### config.mk
export PLATFORM = sky130hd
export DESIGN_NAME = decode_stage
export DESIGN_NICKNAME = d
export VERILOG_FILES = /design/src/types_pkg.sv /design/src/control_unit_if.sv /design/src/control_unit.sv /design/src/decode_stage.sv /design/src/instr_fetch_reg.sv /design/src/issue_router.sv
export SDC_FILE = /design/constraint.sdc
export NUM_CORES = 1
export LEC_CHECK = 0
export ABC_AREA = 1
export ABC_CLOCK_PERIOD_IN_PS = 2700
export BUFFER_PORTS_ARGS = -buffer_cell sky130_fd_sc_hd__buf_2
export CORE_UTILIZATION = 49
export DETAILED_ROUTE_END_ITERATION = 10
export PLACE_DENSITY = 0.76
export SLEW_MARGIN = 20
export SYNTH_ARGS = -nofsm -noshare
export SYNTH_HDL_FRONTEND = slang
export SYNTH_SLANG_ARGS = --single-unit
### constraint.sdc
create_clock -name clk -period 2.7 [get_ports clk]
set_input_delay 0.27 -clock clk [delete_from_list [all_inputs] [get_ports clk]]
set_output_delay 0.27 -clock clk [all_outputs]
set_load 0.005 [all_outputs]
### src/types_pkg.sv
// word typedefs, opcode and funct constants, and the decode enums
// shared by the decode stage and its testbench
package types_pkg;

    // plain vectors
    typedef logic [31:0] word_t;
    typedef logic [6:0]  opcode_t;
    typedef logic [4:0]  reg_idx_t;
    typedef logic [3:0]  mreg_idx_t;

    // major opcodes, rv32i subset
    localparam opcode_t RTYPE    = 7'b0110011;
    localparam opcode_t ITYPE    = 7'b0010011;
    localparam opcode_t ITYPE_LW = 7'b0000011;
    localparam opcode_t STYPE    = 7'b0100011;
    localparam opcode_t BTYPE    = 7'b1100011;
    localparam opcode_t JAL      = 7'b1101111;
    localparam opcode_t JALR     = 7'b1100111;
    localparam opcode_t LUI      = 7'b0110111;
    localparam opcode_t HALT     = 7'b1111111;

    // matrix extension
    localparam opcode_t LD_M     = 7'b1000111;
    localparam opcode_t ST_M     = 7'b1010111;
    localparam opcode_t GEMM_M   = 7'b1110111;

    // funct3 for alu ops, shared by r-type and i-type
    localparam logic [2:0] ADD_SUB = 3'b000;
    localparam logic [2:0] SLL     = 3'b001;
    localparam logic [2:0] SLT     = 3'b010;
    localparam logic [2:0] SLTU    = 3'b011;
    localparam logic [2:0] XOR     = 3'b100;
    localparam logic [2:0] SRL_SRA = 3'b101;
    localparam logic [2:0] OR      = 3'b110;
    localparam logic [2:0] AND     = 3'b111;

    // funct3 for branches
    localparam logic [2:0] BEQ  = 3'b000;
    localparam logic [2:0] BNE  = 3'b001;
    localparam logic [2:0] BLT  = 3'b100;
    localparam logic [2:0] BGE  = 3'b101;
    localparam logic [2:0] BLTU = 3'b110;
    localparam logic [2:0] BGEU = 3'b111;

    // word access is the only load/store width supported
    localparam logic [2:0] LW_SW = 3'b010;

    // funct7 selecting the alternate alu op
    localparam logic [6:0] SUB = 7'b0100000;
    localparam logic [6:0] SRA = 7'b0100000;

    // functional unit select
    typedef enum logic [2:0] {
        FU_NONE, FU_ALU, FU_LD_ST, FU_BRANCH, FU_GEMM
    } fu_t;

    typedef enum logic [3:0] {
        ALU_ADD, ALU_SUB, ALU_SLL, ALU_SRL, ALU_SRA,
        ALU_AND, ALU_OR, ALU_XOR, ALU_SLT, ALU_SLTU
    } alu_op_t;

    typedef enum logic [2:0] {
        BR_NONE, BR_BEQ, BR_BNE, BR_BLT, BR_BGE, BR_BLTU, BR_BGEU
    } branch_t;

    typedef enum logic [1:0] {
        MEM_NONE, MEM_LOAD, MEM_STORE
    } mem_t;

    // auipc not supported, so only the load form remains
    typedef enum logic {
        U_NONE, U_LOAD
    } u_type_t;

endpackage
### src/control_unit_if.sv
// decode bus between the fetch register, the control unit and the
// issue router
interface control_unit_if;

    // fetch side
    types_pkg::word_t     instr;
    logic                 instr_valid;

    // decoded scalar controls
    logic                 halt;
    logic                 i_flag;
    logic                 reg_write;
    logic                 jal;
    logic                 jalr;
    types_pkg::mem_t      s_mem_type;
    types_pkg::u_type_t   u_type;
    types_pkg::alu_op_t   alu_op;
    types_pkg::branch_t   branch_type;
    types_pkg::word_t     imm;
    types_pkg::fu_t       fu_s;

    // decoded matrix controls
    types_pkg::fu_t       fu_m;
    types_pkg::mem_t      m_mem_type;
    types_pkg::reg_idx_t  stride;
    types_pkg::mreg_idx_t matrix_rd;
    types_pkg::reg_idx_t  matrix_rs1;

    // fetch needs halt back to stop accepting
    modport fetch (
        output instr, instr_valid,
        input  halt
    );

    modport cu (
        input  instr,
        output halt, i_flag, s_mem_type, reg_write, jal, jalr, u_type,
               alu_op, branch_type, imm, stride, fu_s, fu_m, m_mem_type,
               matrix_rd, matrix_rs1
    );

    modport issue (
        input  instr_valid, halt, i_flag, s_mem_type, reg_write, jal, jalr,
               u_type, alu_op, branch_type, imm, stride, fu_s, fu_m,
               m_mem_type, matrix_rd, matrix_rs1
    );

endinterface

### src/control_unit.sv
// combinational decoder for rv32i plus the matrix instructions
// ld.m, st.m and gemm.m
module control_unit (
    control_unit_if.cu cu_if
);

    types_pkg::opcode_t opcode;
    logic [2:0]         funct3;
    logic [6:0]         funct7;

    assign opcode = cu_if.instr[6:0];
    assign funct3 = cu_if.instr[14:12];
    assign funct7 = cu_if.instr[31:25];

    always_comb
    begin
        // everything off unless the opcode says otherwise
        cu_if.halt        = 1'b0;
        cu_if.i_flag      = 1'b0;
        cu_if.reg_write   = 1'b0;
        cu_if.jal         = 1'b0;
        cu_if.jalr        = 1'b0;
        cu_if.s_mem_type  = types_pkg::MEM_NONE;
        cu_if.u_type      = types_pkg::U_NONE;
        cu_if.alu_op      = types_pkg::ALU_ADD;
        cu_if.branch_type = types_pkg::BR_NONE;
        cu_if.imm         = '0;
        cu_if.fu_s        = types_pkg::FU_NONE;
        cu_if.fu_m        = types_pkg::FU_NONE;
        cu_if.m_mem_type  = types_pkg::MEM_NONE;
        cu_if.stride      = '0;
        cu_if.matrix_rd   = '0;
        cu_if.matrix_rs1  = '0;

        case (opcode)
            types_pkg::RTYPE:
            begin
                cu_if.reg_write = 1'b1;
                cu_if.fu_s      = types_pkg::FU_ALU;
                case (funct3)
                    types_pkg::ADD_SUB:
                        cu_if.alu_op = (funct7 == types_pkg::SUB) ?
                                       types_pkg::ALU_SUB : types_pkg::ALU_ADD;
                    types_pkg::SRL_SRA:
                        cu_if.alu_op = (funct7 == types_pkg::SRA) ?
                                       types_pkg::ALU_SRA : types_pkg::ALU_SRL;
                    types_pkg::SLL:  cu_if.alu_op = types_pkg::ALU_SLL;
                    types_pkg::SLT:  cu_if.alu_op = types_pkg::ALU_SLT;
                    types_pkg::SLTU: cu_if.alu_op = types_pkg::ALU_SLTU;
                    types_pkg::XOR:  cu_if.alu_op = types_pkg::ALU_XOR;
                    types_pkg::OR:   cu_if.alu_op = types_pkg::ALU_OR;
                    default:         cu_if.alu_op = types_pkg::ALU_AND;
                endcase
            end
            types_pkg::ITYPE:
            begin
                cu_if.reg_write = 1'b1;
                cu_if.i_flag    = 1'b1;
                cu_if.fu_s      = types_pkg::FU_ALU;
                cu_if.imm       = {{20{cu_if.instr[31]}}, cu_if.instr[31:20]};
                // no subi, only the shift uses funct7
                case (funct3)
                    types_pkg::SRL_SRA:
                        cu_if.alu_op = (funct7 == types_pkg::SRA) ?
                                       types_pkg::ALU_SRA : types_pkg::ALU_SRL;
                    types_pkg::ADD_SUB: cu_if.alu_op = types_pkg::ALU_ADD;
                    types_pkg::SLL:     cu_if.alu_op = types_pkg::ALU_SLL;
                    types_pkg::SLT:     cu_if.alu_op = types_pkg::ALU_SLT;
                    types_pkg::SLTU:    cu_if.alu_op = types_pkg::ALU_SLTU;
                    types_pkg::XOR:     cu_if.alu_op = types_pkg::ALU_XOR;
                    types_pkg::OR:      cu_if.alu_op = types_pkg::ALU_OR;
                    default:            cu_if.alu_op = types_pkg::ALU_AND;
                endcase
            end
            types_pkg::ITYPE_LW:
            begin
                // lw only, other widths stay illegal
                if (funct3 == types_pkg::LW_SW)
                begin
                    cu_if.reg_write  = 1'b1;
                    cu_if.i_flag     = 1'b1;
                    cu_if.s_mem_type = types_pkg::MEM_LOAD;
                    cu_if.fu_s       = types_pkg::FU_LD_ST;
                    cu_if.imm        = {{20{cu_if.instr[31]}}, cu_if.instr[31:20]};
                end
            end
            types_pkg::STYPE:
            begin
                if (funct3 == types_pkg::LW_SW)
                begin
                    cu_if.i_flag     = 1'b1;
                    cu_if.s_mem_type = types_pkg::MEM_STORE;
                    cu_if.fu_s       = types_pkg::FU_LD_ST;
                    cu_if.imm        = {{20{cu_if.instr[31]}}, cu_if.instr[31:25],
                                        cu_if.instr[11:7]};
                end
            end
            types_pkg::BTYPE:
            begin
                cu_if.fu_s = types_pkg::FU_BRANCH;
                cu_if.imm  = {{20{cu_if.instr[31]}}, cu_if.instr[7],
                              cu_if.instr[30:25], cu_if.instr[11:8], 1'b0};
                // funct3 2 and 3 keep br_none
                case (funct3)
                    types_pkg::BEQ:  cu_if.branch_type = types_pkg::BR_BEQ;
                    types_pkg::BNE:  cu_if.branch_type = types_pkg::BR_BNE;
                    types_pkg::BLT:  cu_if.branch_type = types_pkg::BR_BLT;
                    types_pkg::BGE:  cu_if.branch_type = types_pkg::BR_BGE;
                    types_pkg::BLTU: cu_if.branch_type = types_pkg::BR_BLTU;
                    types_pkg::BGEU: cu_if.branch_type = types_pkg::BR_BGEU;
                    default:         cu_if.branch_type = types_pkg::BR_NONE;
                endcase
            end
            types_pkg::JAL:
            begin
                cu_if.jal       = 1'b1;
                cu_if.reg_write = 1'b1;
                cu_if.i_flag    = 1'b1;
                cu_if.fu_s      = types_pkg::FU_ALU;
                cu_if.imm       = {{12{cu_if.instr[31]}}, cu_if.instr[19:12],
                                   cu_if.instr[20], cu_if.instr[30:21], 1'b0};
            end
            types_pkg::JALR:
            begin
                cu_if.jalr      = 1'b1;
                cu_if.reg_write = 1'b1;
                cu_if.i_flag    = 1'b1;
                cu_if.fu_s      = types_pkg::FU_ALU;
                cu_if.imm       = {{20{cu_if.instr[31]}}, cu_if.instr[31:20]};
            end
            types_pkg::LUI:
            begin
                // no functional unit, issues through reg_write
                cu_if.reg_write = 1'b1;
                cu_if.u_type    = types_pkg::U_LOAD;
                cu_if.imm       = {cu_if.instr[31:12], 12'b0};
            end
            types_pkg::HALT:
            begin
                cu_if.halt = 1'b1;
            end
            types_pkg::LD_M, types_pkg::ST_M:
            begin
                cu_if.fu_m       = types_pkg::FU_LD_ST;
                cu_if.m_mem_type = (opcode == types_pkg::LD_M) ?
                                   types_pkg::MEM_LOAD : types_pkg::MEM_STORE;
                cu_if.imm        = {{21{cu_if.instr[17]}}, cu_if.instr[17:7]};
                // stride names a scalar register
                cu_if.stride     = cu_if.instr[22:18];
                cu_if.matrix_rd  = cu_if.instr[31:28];
                cu_if.matrix_rs1 = cu_if.instr[27:23];
            end
            types_pkg::GEMM_M:
            begin
                // md = ma @ mb + mc, operands implied
                cu_if.fu_m = types_pkg::FU_GEMM;
            end
            default:
            begin
                // unknown opcode, all fields stay zero
            end
        endcase
    end

endmodule

### src/decode_stage.sv
// decode stage top level
// fetch register, control unit and issue router joined by the decode bus
module decode_stage (
    input  logic                  clk,
    input  logic                  rst,
    input  logic                  in_valid,
    input  types_pkg::word_t      in_instr,
    output logic                  s_issue,
    output logic                  m_issue,
    output logic                  illegal,
    output logic                  halted,
    output types_pkg::alu_op_t    alu_op,
    output types_pkg::fu_t        fu_s,
    output types_pkg::fu_t        fu_m,
    output types_pkg::branch_t    branch_type,
    output types_pkg::mem_t       s_mem_type,
    output types_pkg::mem_t       m_mem_type,
    output types_pkg::word_t      imm,
    output logic                  reg_write,
    output logic                  i_flag,
    output logic                  jal,
    output logic                  jalr,
    output types_pkg::u_type_t    u_type,
    output types_pkg::reg_idx_t   stride,
    output types_pkg::reg_idx_t   matrix_rs1,
    output types_pkg::mreg_idx_t  matrix_rd
);

    control_unit_if cu_bus ();

    // stage 1, input register
    instr_fetch_reg fetch0 (
        .clk      (clk),
        .rst      (rst),
        .in_valid (in_valid),
        .in_instr (in_instr),
        .fe_if    (cu_bus.fetch)
    );

    // combinational decode
    control_unit cu0 (
        .cu_if (cu_bus.cu)
    );

    // stage 2, issue register
    issue_router router0 (
        .clk         (clk),
        .rst         (rst),
        .is_if       (cu_bus.issue),
        .s_issue     (s_issue),
        .m_issue     (m_issue),
        .illegal     (illegal),
        .halted      (halted),
        .alu_op      (alu_op),
        .fu_s        (fu_s),
        .fu_m        (fu_m),
        .branch_type (branch_type),
        .s_mem_type  (s_mem_type),
        .m_mem_type  (m_mem_type),
        .imm         (imm),
        .reg_write   (reg_write),
        .i_flag      (i_flag),
        .jal         (jal),
        .jalr        (jalr),
        .u_type      (u_type),
        .stride      (stride),
        .matrix_rs1  (matrix_rs1),
        .matrix_rd   (matrix_rd)
    );

endmodule

### src/instr_fetch_reg.sv
// input register for the decode stage
// latches the instruction on its strobe and stops for good after a halt
module instr_fetch_reg (
    input  logic              clk,
    input  logic              rst,
    input  logic              in_valid,
    input  types_pkg::word_t  in_instr,
    control_unit_if.fetch     fe_if
);

    types_pkg::word_t instr_q;
    logic             valid_q;
    logic             stopped;
    logic             halt_seen;
    logic             accept;

    // halt currently sitting in the register
    assign halt_seen = fe_if.instr_valid && fe_if.halt;

    // drop strobes on the halt cycle itself and forever after
    assign accept = in_valid && !stopped && !halt_seen;

    always_ff @(posedge clk)
    begin
        if (rst)
        begin
            instr_q <= '0;
            valid_q <= 1'b0;
            stopped <= 1'b0;
        end
        else
        begin
            valid_q <= accept;
            if (accept)
            begin
                instr_q <= in_instr;
            end
            if (halt_seen)
            begin
                stopped <= 1'b1;
            end
        end
    end

    assign fe_if.instr       = instr_q;
    assign fe_if.instr_valid = valid_q;

endmodule

### src/issue_router.sv
// output register of the decode stage
// pulses scalar issue, matrix issue or illegal, and holds the halted level
module issue_router (
    input  logic                  clk,
    input  logic                  rst,
    control_unit_if.issue         is_if,
    output logic                  s_issue,
    output logic                  m_issue,
    output logic                  illegal,
    output logic                  halted,
    output types_pkg::alu_op_t    alu_op,
    output types_pkg::fu_t        fu_s,
    output types_pkg::fu_t        fu_m,
    output types_pkg::branch_t    branch_type,
    output types_pkg::mem_t       s_mem_type,
    output types_pkg::mem_t       m_mem_type,
    output types_pkg::word_t      imm,
    output logic                  reg_write,
    output logic                  i_flag,
    output logic                  jal,
    output logic                  jalr,
    output types_pkg::u_type_t    u_type,
    output types_pkg::reg_idx_t   stride,
    output types_pkg::reg_idx_t   matrix_rs1,
    output types_pkg::mreg_idx_t  matrix_rd
);

    logic s_hit;
    logic m_hit;

    // lui has no unit but still writes a register
    assign s_hit = (is_if.fu_s != types_pkg::FU_NONE) || is_if.reg_write;
    assign m_hit = is_if.fu_m != types_pkg::FU_NONE;

    always_ff @(posedge clk)
    begin
        if (rst)
        begin
            s_issue <= 1'b0;
            m_issue <= 1'b0;
            illegal <= 1'b0;
            halted  <= 1'b0;
        end
        else
        begin
            s_issue <= is_if.instr_valid && s_hit;
            m_issue <= is_if.instr_valid && m_hit;
            illegal <= is_if.instr_valid && !s_hit && !m_hit && !is_if.halt;
            if (is_if.instr_valid && is_if.halt)
            begin
                halted <= 1'b1;
            end
        end
    end

    // decoded fields, held between pulses
    always_ff @(posedge clk)
    begin
        if (is_if.instr_valid)
        begin
            alu_op      <= is_if.alu_op;
            fu_s        <= is_if.fu_s;
            fu_m        <= is_if.fu_m;
            branch_type <= is_if.branch_type;
            s_mem_type  <= is_if.s_mem_type;
            m_mem_type  <= is_if.m_mem_type;
            imm         <= is_if.imm;
            reg_write   <= is_if.reg_write;
            i_flag      <= is_if.i_flag;
            jal         <= is_if.jal;
            jalr        <= is_if.jalr;
            u_type      <= is_if.u_type;
            stride      <= is_if.stride;
            matrix_rs1  <= is_if.matrix_rs1;
            matrix_rd   <= is_if.matrix_rd;
        end
    end

endmodule

# Word-level counts from Yosys, hierarchy flattened
# Cells that the tools add are included.
[totals]
ff_bits = 105
inputBits = 35
output_inout_bits = 72
word_cells = 87
[classes]
n_eq_ne = 20
n_mux = 23
n_reduce_logical = 23
[ops]
columns = ["op", "count"]
rows = [
  ["32-bit one-hot mux with 7 select lines", 1],
  ["32-bit two-way mux", 2],
  ["4-bit one-hot mux with 7 select lines", 2],
  ["7-bit equality test, second input constant", 7],
  ["7-bit by 6-bit equality test with 1-bit output, second input constant", 4],
  ["3-bit one-hot mux with 6 select lines", 1],
  ["3-bit equality test, second input constant", 4],
  ["3-bit one-hot mux with 3 select lines", 1],
  ["1-bit logical AND", 8],
  ["4-bit one-hot mux with 2 select lines", 1],
  ["7-bit by 2-bit equality test with 1-bit output, second input constant", 1],
  ["7-bit by 5-bit equality test with 1-bit output, second input constant", 1],
  ["1-bit two-way mux", 7],
  ["3-bit by 2-bit equality test with 1-bit output, second input constant", 2],
  ["2-bit two-way mux", 3],
  ["3-bit one-hot mux with 2 select lines", 1],
  ["3-bit nonzero test", 2],
  ["2-bit OR reduction", 3],
  ["1-bit zero test", 5],
  ["5-bit OR reduction", 1],
  ["1-bit one-hot mux with 2 select lines", 2],
  ["2-bit one-hot mux with 2 select lines", 1],
  ["4-bit OR reduction", 1],
  ["3-bit by 1-bit equality test with 1-bit output, second input constant", 1],
  ["other kinds (4)", 4],
]

# Logic depth before layout (Yosys ltp)
# Gate-level depths: netlist of the first run.
[logic_depth]
depth_word = 9
depth_mapped = 10
ltp_nobuf = 9

# Modules after synthesis
# A second synthesis of the first run with hierarchy kept.
[hier_totals]
cells_unflattened = 674
hier_area_um2 = 5278.8
[by_module_without_submodules]
columns = ["module", "n_inst", "cells_each", "area_per_inst_um2", "seq_area_each_um2"]
rows = [
  ["issue_router", 1, 91, 2203.4, 2122.0],
  ["control_unit", 1, 364, 1577.8, 0.0],
  ["instr_fetch_reg", 1, 219, 1497.7, 680.7],
]

# Least setup slack after synthesis of the first run
# OpenSTA, ideal clock, no wires.
[synth_timing]
path_type = "reg-to-reg"
from = "register fetch0.valid_q (netlist: fetch0.fe_if.instr_valid)"
to = "register fetch0.instr_q[21] (netlist: fetch0.fe_if.instr[21])"
setup_time_ns = 0.113
arrival_ns = 2.554
t_required_ns = 2.587
path_slack_ns = 0.034
stages_incl_launch_ff = 7
n_path_buf = 1
period_less_slack_ns = 2.666
cell_sequence = "dfxtp_1 -> nand4_4 -> nand2_4 -> inv_4 -> buf_6 -> nor2_1 -> nor2_1"
[synth_via]
elab_chain_cells = 3
[synth_lines]
columns = ["item", "line", "source"]
rows = [
  ["start, declared", "instr_fetch_reg.sv:12", "logic valid_q;"],
  ["start signal, assigned", "instr_fetch_reg.sv:33", "valid_q <= accept;"],
  ["1-bit logical AND", "instr_fetch_reg.sv:18", "assign halt_seen = fe_if.instr_valid && fe_if.halt;"],
  ["1-bit zero test", "instr_fetch_reg.sv:21", "assign accept = in_valid && !stopped && !halt_seen;"],
  ["1-bit logical AND", "instr_fetch_reg.sv:21", ""],
  ["end signal, assigned", "instr_fetch_reg.sv:36", "instr_q <= in_instr;"],
  ["end, declared", "instr_fetch_reg.sv:11", "types_pkg::word_t instr_q;"],
]
# Every way passes these cells.
# A chain may end at the register's enable or synchronous reset.

# Worst setup path in the final report of the first run
[layout_timing]
from = "register fetch0.instr_q[14] (netlist: fetch0.fe_if.instr[14])"
to = "register router0.imm[22] (data pin)"
[layout_via]
elab_chain_cells = 3
elab_cells_between_ends = 4
classes_between = "1 x eq/ne; 3 x mux"
[layout_lines]
columns = ["item", "line", "source"]
rows = [
  ["3-bit by 2-bit equality test with 1-bit output *", "control_unit.sv:78, control_unit.sv:89", ""],
  ["32-bit two-way mux (on tied branches)", "control_unit.sv:89, control_unit.sv:78", ""],
  ["32-bit one-hot mux with 7 select lines *", "control_unit.sv:35", "case (opcode)"],
  ["named net cu0.cu_if.imm[22]", "control_unit_if.sv:38", "alu_op, branch_type, imm, stride, fu_s, fu_m, m_mem_type,"],
  ["end signal, assigned", "issue_router.sv:67", "imm <= is_if.imm;"],
  ["end, declared", "issue_router.sv:17", "output types_pkg::word_t imm,"],
]
# The timed path passes the listed nets; every way through them passes the cells marked *.

==> results of run 1 <==
worst reg2reg max path, cell delays in order (launching register included):
cell and delay, ns:
dfxtp_1 0.52, inv_2 0.11, nand2_2 0.13, nor2_4 0.07, o21ai_2 0.22, nand2_1 0.10, nand2_1 0.52, nand3_1 0.17
state kept, by name, summed over array words and instances (netlist names), 2 cells and up:
| signal | flops |
|---|---|
| router0.fu_s | 2 |
| fetch0.fe_if.instr | 32 |
| router0.fu_m | 2 |
| router0.imm | 32 |
| router0.matrix_rd | 4 |
| router0.m_mem_type | 2 |
| router0.s_mem_type | 2 |
| router0.branch_type | 3 |
| router0.alu_op | 4 |
| router0.stride | 5 |
| router0.matrix_rs1 | 5 |
path summary, 6_finish.rpt:
kind | start | to | slack [ns] | cells past startpoint
setup / recovery | fetch0.fe_if.instr[14]$_SDFFE_PP0P_ | router0.imm[22]$_DFFE_PP_ | 0.60 | 7
hold / removal | rst | router0.halted$_SDFFE_PP0P_ | 0.10 | 2
setup reg to reg | fetch0.fe_if.instr[14]$_SDFFE_PP0P_ | router0.imm[22]$_DFFE_PP_ | 0.60 | 7
hold reg to reg | fetch0.fe_if.instr[0]$_SDFFE_PP0P_ | fetch0.fe_if.instr[0]$_SDFFE_PP0P_ | 0.49 | 2
layer usage:
metal  share of wire [%]  vias to the layer above
met1                  45                     1657
met4                 2.0                        0
met2                  48                      123
met5                   0                        -
li1                    -                     1822
met3                 4.8                       16
report_power, final:
| group | internal [mW] | total [mW] | switching [mW] | leakage [nW] |
|---|---|---|---|---|
| clock | 0.623 | 1.14 | 0.515 | 0.117 |
| sequential | 1.73 | 1.79 | 0.0572 | 0.979 |
| combinational | 0.0947 | 0.233 | 0.139 | 1.56 |
metrics by stage:
stage	instances	cell area [sq um]	utilization, %	power (mW)
2_1_floorplan	512	4680	-	1.97
3_3_place_gp	727	5240	56.7	2.05
3_5_place_dp	727	5240	56.7	2.06
4_1_cts	743	5480	59.3	3.18
5_1_grt	743	5480	59.3	3.27
6_report	743	5480	59.3	3.16
layout make-up:
cell class,instances,area share (%)
Clock buffer,10,2.33
Timing Repair Buffer,110,10.3
Clock inverter,6,2.10
Tap cell,129,2.95
Sequential cell,103,49.7
Multi-Input combinational cell,336,29.2
Inverter,49,3.40
cells in the final DEF (no fill, tap or decap), types with 2 or more instances in the layout:
| master | netlist | routed |
|---|---|---|
| nand2_1 | 134 | 134 |
| buf_2 | 4 | 104 |
| nor2_1 | 82 | 81 |
| edfxtp_1 | 66 | 66 |
| inv_1 | 42 | 42 |
| dfxtp_1 | 37 | 36 |
| nand3_1 | 33 | 33 |
| nand3b_1 | 32 | 32 |
| nor2_2 | 26 | 27 |
| clkbuf_8 | 0 | 9 |
| inv_2 | 6 | 6 |
| buf_4 | 7 | 6 |
| nor3_1 | 5 | 5 |
| nand2_2 | 3 | 3 |
| o21ai_0 | 3 | 3 |
| nor4_1 | 3 | 3 |
| bufinv_16 | 0 | 3 |
| nand2_4 | 2 | 2 |
| nor2_4 | 2 | 2 |
| a21oi_1 | 2 | 2 |
| conb_1 | 1 | 2 |
| inv_6 | 0 | 2 |
cells by family after synthesis:
group | count (synthesis)
AO/OA/AOI/OAI | 7
buffers and inverters | 73
flip-flops | 103
other | 1
AND/OR/NAND/NOR | 327
==> results.md, run 1 <==
* Status: finished clean
* Core area at between 9000 and 10000 sq um
* Final WS setup at between 0.5 and 0.6 ns
* Antenna-violating nets left at 0
* Clk_skew at 0.0140 ns
* Hpwl dp at roughly 7400 microns
* Htree depth at 3
* Post-synth cell types at 30
* IO Count at between 100 and 150
* Worst endpoint data arrival time at around 2.2 ns
* Warnings from Yosys at 0
* Mux share of post-synthesis cell area at 0%
* WL final at between 10000 and 15000 microns
* Total CTS buffers at 9
* Synth Area in XOR/XNOR at 0%
* RSZ-0062 raised after global routing: no
* Diode count at 0
* Synth Area in Adders at 0%
* Worst-Skew Late Latency at about 0.36 ns
* Die Y at around 100 microns
* Gp weighted congestion at 0.877
* Final period util at 77.9%
* Clock Path Buffers at 2
* Drt first pass iters at 5
* GR Util All Layers at a little over a fifth
* Worst Hold Slack at 0.102 ns
* DP Worst Slack at 0.623 ns
* Primary FF master, synth: edfxtp_1
* Slowest CP cell: dfxtp_1
* Routed wire per std cell at approximately 14 microns
* Starting Density at 50.7%
* Nets at roughly 640
* Share of cells above drive strength 1 at 27.9%
* Std-Cell Rows at 35
* Post-synthesis compound-gate area fraction at 0.855%
* Chip width at roughly 100 microns
* CP peak stage delay at 0.52 ns
* Critical path type: register to register
* Worst-Margin Slew at between 0.6 and 0.7 ns
* Worst slew margin at 54.3%
* Share of flip-flops with an asynchronous set or reset at 0%
* Layout filler cell count at between 800 and 900
* Synth top area cells: edfxtp_1 42%, dfxtp_1 16%, nand2_1 11%
* Total global routing overflow at 0
* # DRC at 0
* Multi-input combinational cell area at approximately 1600 sq um
* Synth Area in Simple Gates at between 30% and 40%
* GR Util met2 at between 30% and 40%
* Worst path cell trace: inv_2, nand2_2, nor2_4, o21ai_2, nand2_1, nand2_1, nand3_1
* Initial antenna violation count at 0
* Peak supply drop at approximately 310 uV
* Mapped Area at roughly 4700 sq um
* Commonest cells post-synth: 134 x nand2_1, 82 x nor2_1, 66 x edfxtp_1
* Routed via count at approximately 3.6k
* Share of the synthesized area in the top cell type at 42.3%
* Register area at roughly 2700 sq um
* First-pass GRT wire length at around 16000 microns
* Post-CTS setup buffers at 0
* Cell mode on critical path: nand2_1
* CTS tree: done
* Worst Path Required at ~2.8 ns
* Top delay family on crit path: simple AND/OR/NAND/NOR gates
* Setup crit end kind: register
* CP Max Fanout at 20
* Seq/Total Area, Yosys at between 50 and 60%
* CTS Sinks at 103
* Clock slew at reported path FFs at about 0.1 ns
* FF+latch count, synth at about 100
* Hold Violations, Final at 0
* Mapped Avg Cell Area at 9.16 sq um
* Cell Pwr Density at roughly 580 nW/um^2
* LEAKAGE at around 2.7 nW
* Post-route setup TNS at 0 ns
* Clock tree root driver cell: clkbuf_8
* Grt met3 use at between 2 and 3%
* Main combinational cell family by area after synthesis: simple AND/OR/NAND/NOR gates
* Post-synth EDFFs at 66
* Number of I/O port buffers at 104
* Worst path bufs/invs at 1
* Cells after synthesis at between 500 and 600
* Count leader, synth: nand2_1
* Setup crit start kind: register
* Busiest grt layer: met2
* Worst Hold Class: input pin to register
* Fin. max-slew vios at 0
* Fmax at around 480 MHz
* Synth area leader: edfxtp_1
* Hold_buf cts at 0
* Initial drt markers at 241
* Max Cap Viol at 0
* Post-cts resize count at 0
* Largest net degree at the start of global routing at 40
* Via/cell ratio at roughly 5
* Clock period minus worst slack at 2.10 ns
* Setup-failing EPs final at 0
* Grt met1 use at roughly 29%
* Vias in the first global route at 3390
* Total Die Area at 9950 sq um
* Synth-to-layout area growth at 17.1%
No activity file was read; power rests on OpenSTA's default activity.
==> run 2, diff against run 1 <==
Settings changed: ABC_CLOCK_PERIOD_IN_PS 2700 to 1700.
Clock period 2.7 ns to 1.7 ns, I/O delays scaled along.
==> run 2 against run 1 <==
  * Sequential cell count did not move
  * Clock skew decreased by 0.0012 ns
  * Routed wire length is 4.1% higher
  * Clock power is 26% higher
  * Worst setup slack got worse by 0.49 ns
  * Via count up 0.69%
  * Largest cell class unchanged
  * Largest power group unchanged
==> results.md, run 2 (synthesis gave the netlist of run 1 again) <==
* Initial antenna violation count at 0
* RSZ-0062 raised after global routing: yes
* Max Cap Viol at 0
* CTS tree: done
* Share of cells above drive strength 1 at between 30% and 40%
* CP peak stage delay at between 0.3 and 0.4 ns
* R2r endpoint: router0.imm[15]$_DFFE_PP_
* Multi-input combinational cell area at 1620 sq um
* Setup crit end kind: register
* Worst-Skew Late Latency at roughly 0.37 ns
* Slowest CP cell: dfxtp_1
* Clock period minus worst slack at 1.59 ns
* Drt first pass iters at 5
* CTS Sinks at 103
* Largest net degree at the start of global routing at 38
* Number of I/O port buffers at approximately 100
* GR Util All Layers at between 20 and 25%
* Worst Path Required at 1.81 ns
* Cell mode on critical path: nand2_1
* Layout filler cell count at 843
* Antenna-violating nets left at 0
* Fmax at 629 MHz
* Hold Violations, Final at 0
* Top delay family on crit path: simple AND/OR/NAND/NOR gates
* Worst R2R Setup Slack at about 0.11 ns
* Std-Cell Rows at 35
* Total Die Area at 9950 sq um
* Vias in the first global route at roughly 3.5k
* Clock tree root driver cell: clkbuf_8
* Worst Hold Slack at 0.106 ns
* Post-route cell area at about 5500 sq um
* Synth-to-layout area growth at 18.5%
* Hold_sp: in_instr[2]
* Htree depth at 3
* Hold path depth at 4
* First-pass GRT wire length at between 15000 and 20000 microns
* Hpwl dp at between 7000 and 8000 microns
* Worst Hold Class: input pin to register
* Initial drt markers at approximately 180
* Worst path cell trace: nand2_2, inv_1, nand2_1, nor2_1, nand2_2, nand2_1, nand2_1, buf_12, nand3_1
* Clock slew at reported path FFs at ~0.10 ns
* Post-route setup TNS at 0 ns
* Total CTS buffers at 9
* Nets at 655
* Setup-failing EPs final at 0
* Worst endpoint data arrival time at 1.70 ns
* Critical path type: register to register
* Cell Pwr Density at about 840 nW/um^2
* Diode count at 0
* Final period util at 93.5%
* WL final at roughly 11000 microns
* CP Max Fanout at 20
* Chip width at 99.7 microns
* Reg2reg path depth at 9
* Final WS setup at 0.111 ns
* Via/cell ratio at roughly 4.8
* Setup crit start kind: register
* Clk_skew at ~0.013 ns
* Placed cell area at roughly 5300 sq um
* DP Worst Slack at around 0.053 ns
* Die Y at ~100 microns
* Status: finished clean
* LEAKAGE at 2.68 nW
* Routed via count at ~3.6k
* Most common cell after layout, fill and taps aside: nand2_1
* Clock Path Buffers at 2
* Fin. max-slew vios at 0
* FF-to-FF Start: fetch0.fe_if.instr[1]$_SDFFE_PP0P_
* Routed wire per std cell at 14.2 microns
* Worst Hold End: fetch0.fe_if.instr[2]$_SDFFE_PP0P_
* Total global routing overflow at 0
* # DRC at 0
* IO Count at around 110
* Most frequent cells in the layout: 131 x nand2_1, 104 x buf_2, 80 x nor2_1, 66 x edfxtp_1, 41 x inv_1
* Final core occ at between 60 and 70%
* Core area at slightly above 9000 sq um
* Starting Density at between 50% and 60%
* Register area at around 2700 sq um
* Gp weighted congestion at 0.873
* Worst path bufs/invs at 2
* Peak supply drop at 468 uV
==> run 2: cell types whose count changed in the layout (fill, tap and decap cells not counted), moves of 3 or more <==
cell	change
nand2_1	-3
dfxtp_1	-4
nand2_2	+3
buf_4	+8
bufinv_16	-3
==> run 2: per-layer routing <==
layer	wire length (microns)	vias up	track usage, %
li1	-	1840	-
met1	4680	1668	29.6
met2	5220	123	38.1
met3	640	12	4.29
met4	136	0	6.90
met5	0	-	0
==> run 2: final cells by class <==
| cell class | count | share of cell area (%) |
|---|---|---|
| clock buffers | 11 | 2.55 |
| clock inverters | 5 | 0.744 |
| inverters | 49 | 3.43 |
| multi-input cells | 336 | 29.1 |
| flip-flops and latches | 103 | 49.3 |
| well taps | 129 | 2.91 |
| repair buffers | 120 | 11.8 |
| repair inverters | 1 | 0.135 |
==> run 2: power breakdown <==
| part | leakage (nW) | internal, mW | switching, mW |
|---|---|---|---|
| registers | 0.981 | 2.75 | 0.0873 |
| logic | 1.61 | 0.161 | 0.233 |
| clock network | 0.0918 | 0.590 | 0.853 |
==> run 2: tightest hold or removal path, cell delays in order <==
cell	delay (ns)
buf_2	0.07
nand3b_1	0.09
nand2_1	0.05
nor2_1	0.07
==> run 2: worst max path at each step <==
| stage | endpoint | startpoint | depth (start not counted) | slack [ns] |
|---|---|---|---|---|
| floorplan | fetch0.fe_if.instr[21]$_SDFFE_PP0P_ | fetch0.fe_if.instr_valid$_SDFF_PP0_ | 6 | 0.17 |
| global placement | router0.matrix_rd[1]$_SDFFCE_PP0P_ | fetch0.fe_if.instr[3]$_SDFFE_PP0P_ | 8 | 0.09 |
| detailed placement | router0.imm[15]$_DFFE_PP_ | fetch0.fe_if.instr[3]$_SDFFE_PP0P_ | 9 | 0.05 |
| CTS | router0.imm[15]$_DFFE_PP_ | fetch0.fe_if.instr[3]$_SDFFE_PP0P_ | 9 | 0.02 |
| global route | router0.imm[15]$_DFFE_PP_ | fetch0.fe_if.instr[1]$_SDFFE_PP0P_ | 9 | -0.02 |
| finish | router0.imm[15]$_DFFE_PP_ | fetch0.fe_if.instr[1]$_SDFFE_PP0P_ | 9 | 0.11 |
==> run 2: stage by stage <==
stage	instances	power [mW]
2_1_floorplan	512	3.13
3_3_place_gp	734	3.26
3_5_place_dp	734	3.28
4_1_cts	751	4.69
5_1_grt	754	4.86
6_report	754	4.67
==> run 2: timing repair <==
action / in CTS / in global routing
hold buffers: 1 / 0
buffers inserted: 0 / 2
endpoints found under the hold margin: 2 / 0
setup endpoints to repair: 0 / 42
resized for setup: 0 / 12
